[src/logic/avg_ctrl_pkg.sv]
`default_nettype none

package avg_ctrl_pkg;

  parameter int LEN_W   = 12;  // Frame length
  parameter int K_W     = 4;   // Sweep count exponent
  parameter int SWEEP_W = 16;  // Sweep counters, up to 2**15 sweeps

  // Run configuration, latched on start
  typedef struct packed {
    logic [LEN_W-1:0] frame_len;    // 1 .. MAX_FRAME
    logic [K_W-1:0]   sweeps_log2;  // 2**k sweeps
  } avg_cfg_t;

endpackage

`default_nettype wire

[src/logic/avg_data_pkg.sv]
`default_nettype none

package avg_data_pkg;

  parameter int SAMPLE_W = 16;
  parameter int ACC_W    = 32;  // Room for 2**15 full-scale sweeps

  typedef logic signed [SAMPLE_W-1:0] sample_t;
  typedef logic signed [ACC_W-1:0]    acc_t;

  // Widened input sample
  typedef struct packed {
    acc_t data;
    logic first;  // First of sweep
  } sample_beat_t;

  // Final sum of one frame position
  typedef struct packed {
    acc_t data;
    logic last;   // Last of frame
  } sum_beat_t;

  // Scaled mean to the output stream
  typedef struct packed {
    sample_t data;
    logic    last;
  } result_beat_t;

endpackage

`default_nettype wire

[src/logic/sweep_capture.sv]
`timescale 1ns/100ps
`default_nettype none

module sweep_capture
  import avg_data_pkg::*;
  import avg_ctrl_pkg::*;
(
  input  wire               aclk,
  input  wire               aresetn,
  input  wire               start,
  input  wire avg_cfg_t     cfg,
  input  wire               trigger,
  input  wire               adc_valid,
  input  wire sample_t      adc_data,
  output avg_cfg_t          run_cfg,
  output logic              run_start,
  output sample_beat_t      samp,
  output logic              samp_valid,
  output logic              busy
);

  logic               win_open;
  logic [LEN_W-1:0]   pos_cnt;
  logic [SWEEP_W-1:0] sweep_cnt;
  logic               last_pos;
  logic               last_sweep;

  assign last_pos   = (pos_cnt == run_cfg.frame_len - LEN_W'(1));
  assign last_sweep = (sweep_cnt ==
                       (SWEEP_W'(1) << run_cfg.sweeps_log2) - SWEEP_W'(1));

  // ********************
  // Run and window control
  always_ff @(posedge aclk)
  begin
    if (!aresetn)
    begin
      run_cfg    <= '0;
      run_start  <= 1'b0;
      busy       <= 1'b0;
      win_open   <= 1'b0;
      samp_valid <= 1'b0;
      pos_cnt    <= '0;
      sweep_cnt  <= '0;
    end
    else
    begin
      run_start  <= 1'b0;
      samp_valid <= 1'b0;
      if (start && !busy)
      begin
        run_cfg   <= cfg;
        run_start <= 1'b1;
        busy      <= 1'b1;  // Armed, waiting for trigger
        sweep_cnt <= '0;
      end
      else if (busy && !win_open && trigger)
      begin
        win_open <= 1'b1;
        pos_cnt  <= '0;
      end
      else if (win_open && adc_valid)
      begin
        samp_valid <= 1'b1;
        pos_cnt    <= pos_cnt + LEN_W'(1);
        if (last_pos)
        begin
          win_open  <= 1'b0;
          sweep_cnt <= sweep_cnt + SWEEP_W'(1);
          if (last_sweep)
            busy <= 1'b0;  // Run complete
        end
      end
    end
  end

  // ********************
  // Sample widening
  always_ff @(posedge aclk)
  begin
    if (win_open && adc_valid)
    begin
      samp.data  <= {{(ACC_W-SAMPLE_W){adc_data[SAMPLE_W-1]}}, adc_data};
      samp.first <= (pos_cnt == '0);
    end
  end

endmodule

`default_nettype wire

[config.mk]
export PLATFORM = sky130hd
export DESIGN_NAME = sweep_capture
export DESIGN_NICKNAME = d
export VERILOG_FILES = /design/src/logic/avg_ctrl_pkg.sv /design/src/logic/avg_data_pkg.sv /design/src/logic/sweep_capture.sv
export SDC_FILE = /design/constraint.sdc
export NUM_CORES = 1
export LEC_CHECK = 0
export BUFFER_PORTS_ARGS = -buffer_cell sky130_fd_sc_hd__buf_2
export CORE_AREA = 3 3 98 100
export CTS_CLUSTER_SIZE = 28
export DETAILED_ROUTE_END_ITERATION = 16
export DIE_AREA = 0 0 101 103
export HOLD_SLACK_MARGIN = 0.15
export PLACE_DENSITY = 0.68
export SLEW_MARGIN = 10
export SYNTH_ARGS = -nofsm -noshare
export SYNTH_HDL_FRONTEND = slang
export SYNTH_SLANG_ARGS = --single-unit
[constraint.sdc]
create_clock -name aclk -period 8.4 [get_ports aclk]
set_input_delay 1.26 -clock aclk [delete_from_list [all_inputs] [get_ports aclk]]
set_output_delay 1.26 -clock aclk [all_outputs]
set_load 0.01 [all_outputs]
# Word-level counts from Yosys, hierarchy flattened
# Cells that the tools add are included.
[totals] regBits=65 output_inout_bits=52 word_cells=51
[op_classes] n_addsub=4 n_eq_ne=3 n_shift=1 mux=12 bitwise=3 reduce_logical=18
[op_table] cell="12-bit 2-to-1 mux" count=2
[op_table] cell="16-bit by 1-bit adder with 16-bit output, second input constant" count=1
[op_table] cell="16-bit == test" count=1
[op_table] cell="1-bit by 4-bit left shift with 16-bit output, first input constant" count=1
[op_table] cell="16-bit by 1-bit subtractor with 16-bit output, second input constant" count=1
[op_table] cell="12-bit by 1-bit adder with 12-bit output, second input constant" count=1
[op_table] cell="12-bit == test" count=1
[op_table] cell="12-bit logical NOT" count=1
[op_table] cell="12-bit by 1-bit subtractor with 12-bit output, second input constant" count=1
[op_table] cell="1-bit 2-to-1 mux" count=10
[op_table] cell="2-bit nonzero test" count=5
[op_table] cell="3-bit AND reduction" count=2
[op_table] cell="1-bit logical AND" count=4
[op_table] cell="4-bit AND reduction" count=1
[op_table] cell="1-bit NOT" count=3
[op_table] cell="3-bit OR reduction" count=1
[op_table] cell="1-bit logical NOT" count=2
[op_table] cell="2-bit inequality test, second input constant" count=1
[op_table] cell="2-bit AND reduction" count=1
[op_table] cell="2-bit OR reduction" count=1

# Depth between registers and ports, before layout
# Gate-level depths: netlist of the first run.
[depth] ltp_word=8 depth_mapped=11

# Least setup slack after synthesis of the first run
# Ideal clock, no wire load.
[synth_timing] path_type="input -> register" from="input adc_valid" to="register sweep_cnt[13]" setup_ns=0.072 arrival_ns=3.057 required_ns=8.328 path_slack_ns=5.271 cell_stages=7 path_buffers=1 path_cell_list="nand2_1 inv_1 clkbuf_1 nand4_1 or3_1 nor4_1 mux2i_1"
[synth_between] elab_chain_cells=2
[synth_lines] item="from (decl)" line="sweep_capture.sv:13" source="input wire adc_valid,"
[synth_lines] item="1-bit logical AND" line="sweep_capture.sv:62" source="else if (win_open && adc_valid)"
[synth_lines] item="3-bit AND reduction (no line)"
[synth_lines] item="to (signal assigned)" line="sweep_capture.sv:69" source="sweep_cnt <= sweep_cnt + SWEEP_W'(1);"
[synth_lines] item="to (decl)" line="sweep_capture.sv:24" source="logic [SWEEP_W-1:0] sweep_cnt;"
# No other way between the ends.
# A chain may end at the register's enable or synchronous reset.

# Worst setup path in the final report of the first run
[layout_timing] from="register run_cfg[3] in the netlist's numbering" to="register busy"
[layout_between] elab_chain_cells=5
[layout_lines] item="from (decl)" line="sweep_capture.sv:15" source="output avg_cfg_t run_cfg,"
[layout_lines] item="from (signal assigned)" line="sweep_capture.sv:52" source="run_cfg <= cfg;"
[layout_lines] item="1-bit by 4-bit left shift with 16-bit output" line="sweep_capture.sv:30" source="(SWEEP_W'(1) << run_cfg.sweeps_log2) - SWEEP_W'(1));"
[layout_lines] item="16-bit by 1-bit subtractor with 16-bit output" line="sweep_capture.sv:30"
[layout_lines] item="16-bit == test" line="sweep_capture.sv:29" source="assign last_sweep = (sweep_cnt =="
[layout_lines] item="2-bit nonzero test (no line)"
[layout_lines] item="4-bit AND reduction (no line)"
[layout_lines] item="to (signal assigned)" line="sweep_capture.sv:40" source="busy <= 1'b0;"
[layout_lines] item="to (signal assigned)" line="sweep_capture.sv:54" source="busy <= 1'b1;"
[layout_lines] item="to (signal assigned)" line="sweep_capture.sv:71" source="busy <= 1'b0;"
[layout_lines] item="to (decl)" line="sweep_capture.sv:19" source="output logic busy"
# No other way between the ends.

==> results of run 1 <==
==> critical path, cell delays in order (launching register included) <==
cell      delay [ps]
dfxtp_1          940
nor2_1           170
nand2_1          150
ha_1             380
or3b_2           500
a21oi_1          190
a21oi_1           70
a311oi_1         260
and4_1           280
a21oi_1           80
==> state kept, by name, indices dropped and copies added, names as in the netlist <==
| name | cells |
|---|---|
| pos_cnt | 12 |
| run_start | 1 |
| samp_valid | 1 |
| win_open | 1 |
| sweep_cnt | 16 |
| run_cfg | 16 |
| samp | 17 |
| busy | 1 |
==> through the flow <==
stage               setup slack, ps  hold WS [ps]  total power [mW]  instance area, um2
global placement               5040           455             0.471                4290
global route                   4960           530             0.774                4490
CTS                            5250           476             0.746                4490
floorplan                      5270           443             0.440                3930
finish                         5270           474             0.740                4490
detailed placement             4950           462             0.474                4290
==> synthesized netlist by cell type (3+ instances only) <==
cell type,n
a21oi_1,17
a22o_1,10
a31oi_1,5
and2_1,4
buf_4,16
clkbuf_1,22
dfxtp_1,48
edfxtp_1,17
ha_1,5
inv_1,16
mux2i_1,18
nand2_1,47
nand2b_1,20
nand3_1,11
nand3b_1,3
nand4_1,17
nor2_1,26
nor2b_1,6
nor3_1,5
nor3b_1,3
nor4_1,9
nor4_2,10
nor4b_1,4
o211ai_1,3
o21ai_0,19
o31ai_1,5
or3_1,12
or4_1,4
xnor2_1,11
xor2_1,9
==> power by group through the flow <==
stage	registers [mW]	logic, mW	clock network [mW]
5_1_grt	0.348	0.133	0.293
2_1_floorplan	0.348	0.0924	0
3_5_place_dp	0.353	0.121	0
6_report	0.346	0.121	0.272
4_1_cts	0.346	0.122	0.279
3_3_place_gp	0.352	0.119	0
==> cells by family after synthesis <==
kind of cell,after synthesis,share of synthesized area [%]
AO/OA/AOI/OAI,85,15.5
XOR/XNOR,20,4.45
adder cells (fa/ha/maj),5,1.59
buffers and inverters,59,7.57
flip-flops,65,37.4
multiplexers,19,4.87
AND/OR/NAND/NOR,193,28.7
==> path summary, 6_finish.rpt <==
| path | endpoint | slack [ps] | cells after the start |
|---|---|---|---|
| hold / removal | sweep_cnt[15]$_SDFFE_PP0P_ | 470 | 2 |
| setup / recovery | busy$_SDFFE_PN0P_ | 5270 | 9 |
| hold reg to reg | sweep_cnt[15]$_SDFFE_PP0P_ | 470 | 2 |
| setup reg to reg | busy$_SDFFE_PN0P_ | 5270 | 9 |
==> final cells by class <==
class	instances	share of cell area (%)
well taps	108	3.01
clock inverters	3	0.893
repair buffers	90	10.2
multi-input cells	322	48.3
clock buffers	13	3.54
inverters	16	1.34
flip-flops and latches	65	32.8
==> per-layer routing <==
layer	global-route usage (%)	up-vias	share of wire [%]
li1	-	1732	-
met1	26.3	1641	47
met2	29.3	143	44
met3	4.53	12	8.2
met4	6.44	0	1.2
met5	0	-	0
==> parameters.txt, run 1 <==
Parameter                              Value

Worst setup path
  Crit. End Element ... flop
  Worst setup SP type ... flop
  Max Fanout on Critical Path ... 31
  First element of the critical path ... run_cfg[3]$_SDFFE_PN0P_
  Reg-to-reg startpoint ... run_cfg[3]$_SDFFE_PN0P_
  CP required ... 8630 ps
  Data arrival, critical path ... 3360 ps
  Worst Setup Path Type ... flop to flop

Floorplanning
  Vertical extent of the die ... 103 um
  Starting utilization of the core area ... 44.9%
  Top Ports ... 89
  Die width ... 101 um
  Die area ... 0.0104 mm2
  Core area ... 0.00876 mm2
  Number of rows in the core area ... 34

Yosys
  Synthesized netlist net count ... 488
  Top-area cell type share of the netlist area ... 24.4%
  Post-synth cell types ... 63
  Flip-flop cell with the highest count after synthesis ... dfxtp_1
  Fraction of the yosys area taken by sequential cells ... 37.4%
  Share of synthesized registers carrying an async set or reset ... 0%
  Netlist Area Pre-Place ... 0.00393 mm2
  Number of warnings reported in the yosys synthesis log ... 0
  Number of enable-type register cells in the synthesized netlist ... 17
  Largest area contributor in the netlist ... dfxtp_1
  Syn avg cell area ... 8.82 um2
  Number of synthesized register bits ... 65
  Gate count of the mapped netlist ... 446
  Area contributors post-synth ... dfxtp_1 24%, edfxtp_1 13%, mux2i_1 4.6%, nand2_1 4.5%, nand2b_1 3.2%

Routing
  Via density per instance ... 5.72
  DRC violation count after routing ... 0
  Violation count after the first detailed-routing iteration ... 187
  Overall via count from detail_route ... 3,528
  Post-detailed-routing wire length ... 9.87 mm
  Final ANT Viol Nets ... 0
  Routed wire per std cell ... 16.0 um
  Number of optimization iterations in the first detailed-route pass ... 6

Power
  Combinational group share of total power ... 16.4%
  Seq pwr share ... 46.8%
  P_int ... 0.532 mW
  Peak supply drop ... 0.0800 mV
  Clk pwr share ... 36.8%
  Net switching fraction of the power ... 28.0%
  Power per unit of standard cell area ... 165 mW/mm2
  Leakage power ... 1.63 nW
  Power spent charging and discharging nets ... 0.207 mW

Finish
  Finished Core Util ... 51.2%
  FF+latch area ... 0.00147 mm2
  Leading cell type in the layout, fill and taps excluded ... buf_2
  Area delta synth->final ... 14.0%
  Share of final-layout standard cells stronger than drive strength 1 ... 25.1%
  Number of nets at the end of the flow ... 546
  FILL cells ... 846
  Commonest cells after routing, fill and taps aside ... 88 x buf_2, 48 x dfxtp_1, 47 x nand2_1
  Diode insertion count for antenna repair ... 0
  Fin cells ... 617
  Area of the multi-input gates ... 0.00216 mm2

Placement
  Detailed placer's ending HPWL ... 7.01 mm
  Final weighted congestion in routability-driven placement ... 0.873
  IO buf count ... 88
  Total placed cells including tap cells ... 601

STA
  Time the final worst path needs with I/O delays and setup ... 3130 ps
  Pins over their slew limit ... 0
  Normalized max-slew margin ... 35.3%
  RSZ-0062 raised after global routing ... false
  Hold Vio Cnt, Final ... 0
  Share of the clock period used by the worst path after layout ... 37.3%
  FMAX ... 319 MHz
  Worst Max-Slew Pin Slew ... 967 ps
  Number of setup violations in the final report ... 0
  Sum Neg Setup Slack ... 0 ps
  Final Skew ... 9.27 ps

Worst hold path
  Launch instance of the worst min-delay path ... sweep_cnt[15]$_SDFFE_PP0P_
  Class of the most critical hold timing path ... flop to flop

Clock tree
  Latest clock arrival within the worst-skew pair ... 350 ps
  Hold-fix buffers, CTS ... 0
  Buffer cell driving the clock tree root ... clkbuf_8
  Number of gates given a new drive strength after cts ... 0
  H-tree depth ... 3
  Clock tree from TritonCTS ... built
  Total number of clock tree sinks ... 65
  Clock input transition at the sequential cells of the worst setup and hold paths ... 70 ps
  Buffers inserted by post-CTS timing repair ... 0
  Deepest clock path buffer count ... 2
  Clock buffers created by TritonCTS ... 9

Global routing
  Global-route usage over all layers ... 19.0%
  Residual overflow from global routing ... 0
  Via count of the first global-routing pass ... 3,200
  Global-route wire length before repair ... 15.8 mm
  Largest net degree at the start of global routing ... 33
  Antenna violations before repair ... 0

Flow run
  Count of maximum capacitance violations ... 0

Run status
  Result of the run ... finished, final reports clean
Note: power is estimated with default switching activity, not from simulation.
==> run 2: changes to the inputs <==
clock period = 3.22 ns   (was 8.4 ns; I/O delays follow)
==> parameters.txt, run 2 (synthesis gave the netlist of run 1 again) <==
Parameter                              Value

STA
  RSZ-0062 raised after global routing ... false (unchanged)
  Time the final worst path needs with I/O delays and setup ... 2970 ps (was 3130 ps)
  FMAX ... 337 MHz (was 319 MHz)
  Hold Vio Cnt, Final ... 0 (unchanged)
  Share of the clock period used by the worst path after layout ... 92.2% (was 37.3%)
  Sum Neg Setup Slack ... 0 ps (unchanged)
  Worst Max-Slew Pin Slew ... 657 ps (was 967 ps)
  Normalized max-slew margin ... 55.8% (was 35.3%)
  Number of setup violations in the final report ... 0 (unchanged)
  Pins over their slew limit ... 0 (unchanged)
  Final Skew ... 16.3 ps (was 9.27 ps)

Worst setup path
  CP cell instances ... or4_4 -> or4_4 -> a2111oi_4 -> nand2_2 -> nor4b_1 -> mux2i_1 (was nor2_1 -> nand2_1 -> ha_1 -> or3b_2 -> a21oi_1 -> a21oi_1 -> a311oi_1 -> and4_1 -> a21oi_1)
  Crit-path most repeated cell ... or4_4 (was a21oi_1)
  Worst setup SP type ... flop (unchanged)
  Max Fanout on Critical Path ... 15 (was 31)
  CP required ... 3490 ps (was 8630 ps)
  Worst Setup Path Type ... flop to flop (unchanged)
  Worst stage delay on the critical path ... 580 ps (was 940 ps)
  Crit. End Element ... flop (unchanged)
  Data arrival, critical path ... 3230 ps (was 3360 ps)
  Critical Path Slowest Stage Cell ... or4_4 (was dfxtp_1)

Floorplanning
  Top Ports ... 89 (unchanged)
  Core area ... 0.00876 mm2 (unchanged)
  Vertical extent of the die ... 103 um (unchanged)
  Number of rows in the core area ... 34 (unchanged)
  Starting utilization of the core area ... 44.9% (unchanged)
  Die area ... 0.0104 mm2 (unchanged)
  Die width ... 101 um (unchanged)

Finish
  Number of nets at the end of the flow ... 555 (was 546)
  Commonest cells after routing, fill and taps aside ... 88 x buf_2, 48 x dfxtp_1, 47 x nand2_1 (unchanged)
  Share of final-layout standard cells stronger than drive strength 1 ... 26.8% (was 25.1%)
  Leading cell type in the layout, fill and taps excluded ... buf_2 (unchanged)
  Diode insertion count for antenna repair ... 0 (unchanged)
  Area delta synth->final ... 16.3% (was 14.0%)
  Largest regs ... samp x17, run_cfg x16, sweep_cnt x16 (unchanged)
  Area of the multi-input gates ... 0.00216 mm2 (unchanged)
  Register ranked first by flip-flop count ... samp (unchanged)
  FF+latch area ... 0.00147 mm2 (unchanged)
  FILL cells ... 812 (was 846)
  Flip-flop count of the largest register after layout ... 17 (unchanged)

Routing
  Overall via count from detail_route ... 3,606 (was 3,528)
  Violation count after the first detailed-routing iteration ... 256 (was 187)
  Final ANT Viol Nets ... 0 (unchanged)
  Number of optimization iterations in the first detailed-route pass ... 5 (was 6)
  Post-detailed-routing wire length ... 9.99 mm (was 9.87 mm)
  Via density per instance ... 5.76 (was 5.72)
  DRC violation count after routing ... 0 (unchanged)
  Routed wire per std cell ... 16.0 um (about the same)

Clock tree
  Buffers inserted by post-CTS timing repair ... 0 (unchanged)
  Buffer cell driving the clock tree root ... clkbuf_8 (unchanged)
  Latest clock arrival within the worst-skew pair ... 340 ps (was 350 ps)
  H-tree depth ... 3 (unchanged)
  Clock input transition at the sequential cells of the worst setup and hold paths ... 90 ps (was 70 ps)
  Total number of clock tree sinks ... 65 (unchanged)
  Clock buffers created by TritonCTS ... 9 (unchanged)
  Clock tree from TritonCTS ... built (unchanged)
  Number of gates given a new drive strength after cts ... 0 (unchanged)
  Deepest clock path buffer count ... 2 (unchanged)
  Hold-fix buffers, CTS ... 0 (unchanged)

Global routing
  Largest net degree at the start of global routing ... 31 (was 33)
  Met3 usage ... 4.33% (was 4.53%)
  Via count of the first global-routing pass ... 3,269 (was 3,200)
  Routing usage on met1 ... 26.6% (was 26.3%)
  Global-route wire length before repair ... 16.1 mm (was 15.8 mm)
  Global-route usage over all layers ... 19.3% (was 19.0%)
  Antenna violations before repair ... 0 (unchanged)
  GRT Max-Usage Layer ... met2 (unchanged)
  Met2 track demand over resource in global routing ... 31.4% (was 29.3%)
  Residual overflow from global routing ... 0 (unchanged)

Power
  Power per unit of standard cell area ... 436 mW/mm2 (was 165 mW/mm2)
  Final Power ... 1.99 mW (was 0.740 mW)
  Peak supply drop ... 0.286 mV (was 0.0800 mV)
  Leakage power ... 1.69 nW (was 1.63 nW)

Worst hold path
  Class of the most critical hold timing path ... input pin to flop (was flop to flop)

Flow run
  Count of maximum capacitance violations ... 0 (unchanged)

Placement
  Final weighted congestion in routability-driven placement ... 0.877 (was 0.873)
  Detailed placer's ending HPWL ... 7.41 mm (was 7.01 mm)
  IO buf count ... 88 (unchanged)

Run status
  Result of the run ... finished, final reports clean (unchanged)
## run 2: cell types whose count changed in the layout (fill, tap and decap cells not counted)
cell       delta
clkbuf_8      -2
clkbuf_16     +1
buf_4         +9
clkinv_2      -1
clkbuf_1      -2
inv_6         +2
clkinv_4      +2
## run 2: critical path, delay by kind of cell (launching register included)
kind / cells / cell delay (ps)
AND/OR/NAND/NOR: 4 / 1890
multiplexers: 1 / 220
AO/OA/AOI/OAI: 1 / 390
flip-flops: 1 / 390
## run 2: through the flow
step                      cell area (um2)  util (%)  worst slack, ps  hold WS, ps  instances
after CTS                            4570      52.2              250          302        626
after global routing                 4570      52.2             85.3          292        626
after detailed placement             4350      49.7              292          478        610
final                                4570      52.2              253          313        626
after global placement               4350      49.7              291          454        610
after floorplan                      3930         -              550          443        446
## run 2: report_power, final
| group | switching (mW) | internal (mW) |
|---|---|---|
| Clock | 0.344 | 0.412 |
| Sequential | 0.0227 | 0.860 |
| Combinational | 0.213 | 0.142 |
| Total | 0.580 | 1.41 |
## run 2: layout make-up
cell class	count	area share, %
multi-input cells	322	47.3
flip-flops and latches	65	32.2
repair buffers	99	11.4
clock buffers	10	3.26
well taps	108	2.95
clock inverters	6	1.53
inverters	16	1.31
## run 2: final timing paths
check	slack [ps]	cells past startpoint	endpoint	startpoint
max reg2reg	250	6	sweep_cnt[6]$_SDFFE_PP0P_	run_cfg[9]$_SDFFE_PN0P_
min	310	1	samp[16]$_DFFE_PP_	adc_data[15]
max	250	6	sweep_cnt[6]$_SDFFE_PP0P_	run_cfg[9]$_SDFFE_PN0P_
min reg2reg	490	2	sweep_cnt[15]$_SDFFE_PP0P_	sweep_cnt[15]$_SDFFE_PP0P_
## run 2: routing by layer
layer	part of all wire, %	up-vias
met5	0	-
met4	0.44	0
met3	7.4	4
met2	47	159
met1	46	1696
li1	-	1747
==> run 3: changes to the inputs <==
MAX_ROUTING_LAYER = met4   (was not set)
==> parameters.txt, run 3 (synthesis gave the netlist of run 1 again) <==
Parameter                              Value

Worst hold path
  Hold Crit Endpoint ... samp[3]$_DFFE_PP_ (was samp[16]$_DFFE_PP_)
  Class of the most critical hold timing path ... input pin to flop (unchanged)
  Launch instance of the worst min-delay path ... adc_data[2] (was adc_data[15])
  Hold path depth ... 1 (unchanged)

Global routing
  Met2 track demand over resource in global routing ... 30.5% (was 31.4%)
  Via count of the first global-routing pass ... 3,372 (was 3,269)
  Largest net degree at the start of global routing ... 31 (unchanged)
  Routing usage on met1 ... 27.0% (was 26.6%)
  Global-route wire length before repair ... 16.2 mm (was 16.1 mm)
  GRT Max-Usage Layer ... met2 (unchanged)
  Global-route usage over all layers ... 20.0% (was 19.3%)
  Residual overflow from global routing ... 0 (unchanged)
  Met3 usage ... 4.13% (was 4.33%)
  Antenna violations before repair ... 0 (unchanged)

Worst setup path
  Worst stage delay on the critical path ... 580 ps (about the same)
  Crit. End Element ... flop (unchanged)
  CP required ... 3490 ps (about the same)
  Crit-path most repeated cell ... or4_4 (unchanged)
  Critical Path Slowest Stage Cell ... or4_4 (unchanged)
  Crit Reg-Reg Endpoint ... sweep_cnt[1]$_SDFFE_PP0P_ (was sweep_cnt[6]$_SDFFE_PP0P_)
  Reg2Reg Setup Slack ... 290 ps (was 250 ps)
  Worst Setup Path Type ... flop to flop (unchanged)
  Worst setup SP type ... flop (unchanged)
  Reg-to-reg startpoint ... run_cfg[9]$_SDFFE_PN0P_ (unchanged)
  First element of the critical path ... run_cfg[9]$_SDFFE_PN0P_ (unchanged)
  Data arrival, critical path ... 3200 ps (was 3230 ps)
  Max Fanout on Critical Path ... 9 (was 15)
  Number of cells on the worst reg-to-reg path ... 7 (was 6)
  CP cell instances ... or4_4 -> or4_4 -> a2111oi_4 -> nand2_2 -> buf_4 -> nor4_2 -> mux2i_1 (was or4_4 -> or4_4 -> a2111oi_4 -> nand2_2 -> nor4b_1 -> mux2i_1)

Placement
  Detailed placer's ending HPWL ... 7.25 mm (was 7.41 mm)
  Final weighted congestion in routability-driven placement ... 0.895 (was 0.877)
  Worst setup slack before clock tree synthesis ... 301 ps (was 292 ps)
  IO buf count ... 88 (unchanged)

Finish
  FILL cells ... 847 (was 812)
  Flip-flop count of the largest register after layout ... 17 (unchanged)
  Area delta synth->final ... 15.8% (was 16.3%)
  Leading cell type in the layout, fill and taps excluded ... buf_2 (unchanged)
  Diode insertion count for antenna repair ... 0 (unchanged)
  Largest regs ... samp x17, run_cfg x16, sweep_cnt x16 (unchanged)
  Commonest cells after routing, fill and taps aside ... 88 x buf_2, 48 x dfxtp_1, 47 x nand2_1 (unchanged)
  Register ranked first by flip-flop count ... samp (unchanged)
  Number of nets at the end of the flow ... 557 (was 555)
  Share of final-layout standard cells stronger than drive strength 1 ... 27.1% (was 26.8%)

Floorplanning
  Die area ... 0.0104 mm2 (unchanged)
  Vertical extent of the die ... 103 um (unchanged)
  Starting utilization of the core area ... 44.9% (unchanged)
  Die width ... 101 um (unchanged)
  Top Ports ... 89 (unchanged)
  Core area ... 0.00876 mm2 (unchanged)
  Number of rows in the core area ... 34 (unchanged)

STA
  Min setup slack post-route ... 291 ps (was 253 ps)
  Pins over their slew limit ... 0 (unchanged)
  Worst Max-Slew Pin Slew ... 674 ps (was 657 ps)
  Share of the clock period used by the worst path after layout ... 91.0% (was 92.2%)
  RSZ-0062 raised after global routing ... false (unchanged)
  Normalized max-slew margin ... 55.1% (was 55.8%)
  Number of setup violations in the final report ... 0 (unchanged)
  Final Skew ... 15.3 ps (was 16.3 ps)
  Hold Vio Cnt, Final ... 0 (unchanged)
  Sum Neg Setup Slack ... 0 ps (unchanged)
  FMAX ... 341 MHz (was 337 MHz)
  Time the final worst path needs with I/O delays and setup ... 2930 ps (was 2970 ps)

Routing
  Final ANT Viol Nets ... 0 (unchanged)
  Number of optimization iterations in the first detailed-route pass ... 5 (unchanged)
  DRC violation count after routing ... 0 (unchanged)
  Routed wire per std cell ... 15.7 um (was 16.0 um)
  Post-detailed-routing wire length ... 9.88 mm (was 9.99 mm)
  Overall via count from detail_route ... 3,595 (was 3,606)
  Violation count after the first detailed-routing iteration ... 290 (was 256)
  Via density per instance ... 5.72 (was 5.76)

Clock tree
  Buffer cell driving the clock tree root ... clkbuf_8 (unchanged)
  Clock tree from TritonCTS ... built (unchanged)
  Total number of clock tree sinks ... 65 (unchanged)
  Deepest clock path buffer count ... 2 (unchanged)
  H-tree depth ... 3 (unchanged)
  Buffers inserted by post-CTS timing repair ... 0 (unchanged)
  Clock buffers created by TritonCTS ... 9 (unchanged)
  Number of gates given a new drive strength after cts ... 0 (unchanged)
  Clock input transition at the sequential cells of the worst setup and hold paths ... 70 ps (was 90 ps)
  Latest clock arrival within the worst-skew pair ... 350 ps (was 340 ps)
  Hold-fix buffers, CTS ... 0 (unchanged)

Power
  Power per unit of standard cell area ... 419 mW/mm2 (was 436 mW/mm2)
  Seq pwr share ... 46.3% (was 44.3%)
  P_int ... 1.33 mW (was 1.41 mW)
  Final Power ... 1.91 mW (was 1.99 mW)
  Combinational group share of total power ... 18.6% (was 17.8%)
  Peak supply drop ... 0.192 mV (was 0.286 mV)
  Net switching fraction of the power ... 30.3% (was 29.1%)
  Power spent charging and discharging nets ... 0.578 mW (was 0.580 mW)
  Clk pwr share ... 35.1% (was 37.9%)
  Leakage power ... 1.68 nW (was 1.69 nW)

Flow run
  Count of maximum capacitance violations ... 0 (unchanged)

Run status
  Result of the run ... finished, final reports clean (unchanged)
==> run 3: final cells by class <==
cell class	count	area (um2)	share of cell area, %
flip-flops and latches	65	1470	32.3
clock inverters	5	36.3	0.796
inverters	16	60.1	1.32
well taps	108	135	2.97
repair buffers	101	538	11.8
multi-input cells	322	2160	47.5
clock buffers	11	151	3.32
==> run 3: routing by layer <==
layer	share of wire [%]	routed length (um)	up-vias
li1	-	-	1754
met5	0	0	-
met4	0.73	72	0
met2	45	4460	137
met3	7.1	702	9
met1	47	4640	1695
==> run 3: per-stage QoR <==
| step | std cells | hold WS, ps | instance area (um2) | utilization [%] |
|---|---|---|---|---|
| final | 628 | 317 | 4560 | 52.0 |
| after global routing | 628 | 296 | 4560 | 52.0 |
| after CTS | 628 | 299 | 4560 | 52.0 |
| after detailed placement | 612 | 487 | 4370 | 49.9 |
| after global placement | 612 | 460 | 4370 | 49.9 |
| after floorplan | 446 | 443 | 3930 | - |
==> run 3: worst max path at each step <==
stage | end | cells past startpoint
6_report | sweep_cnt[1]$_SDFFE_PP0P_ | 7
5_1_grt | sweep_cnt[0]$_SDFFE_PP0P_ | 7
4_1_cts | sweep_cnt[1]$_SDFFE_PP0P_ | 7
3_5_place_dp | sweep_cnt[0]$_SDFFE_PP0P_ | 7
3_3_place_gp | sweep_cnt[1]$_SDFFE_PP0P_ | 7
2_1_floorplan | busy$_SDFFE_PN0P_ | 11
==> run 3: worst max-delay path, delay by kind of cell (launching register included) <==
family | cells | cell delay [ps]
AOI/OAI and AO/OA | 1 | 410
DFF | 1 | 390
buffers and inverters | 1 | 240
and+or+nand+nor | 4 | 1630
muxes | 1 | 220
==> run 3: power groups by stage <==
stage | registers [mW] | logic, mW | clock network [mW]
finish | 0.884 | 0.355 | 0.670
detailed placement | 0.903 | 0.353 | 0
floorplan | 0.908 | 0.241 | 0
CTS | 0.884 | 0.354 | 0.688
global route | 0.888 | 0.391 | 0.729
global placement | 0.901 | 0.350 | 0
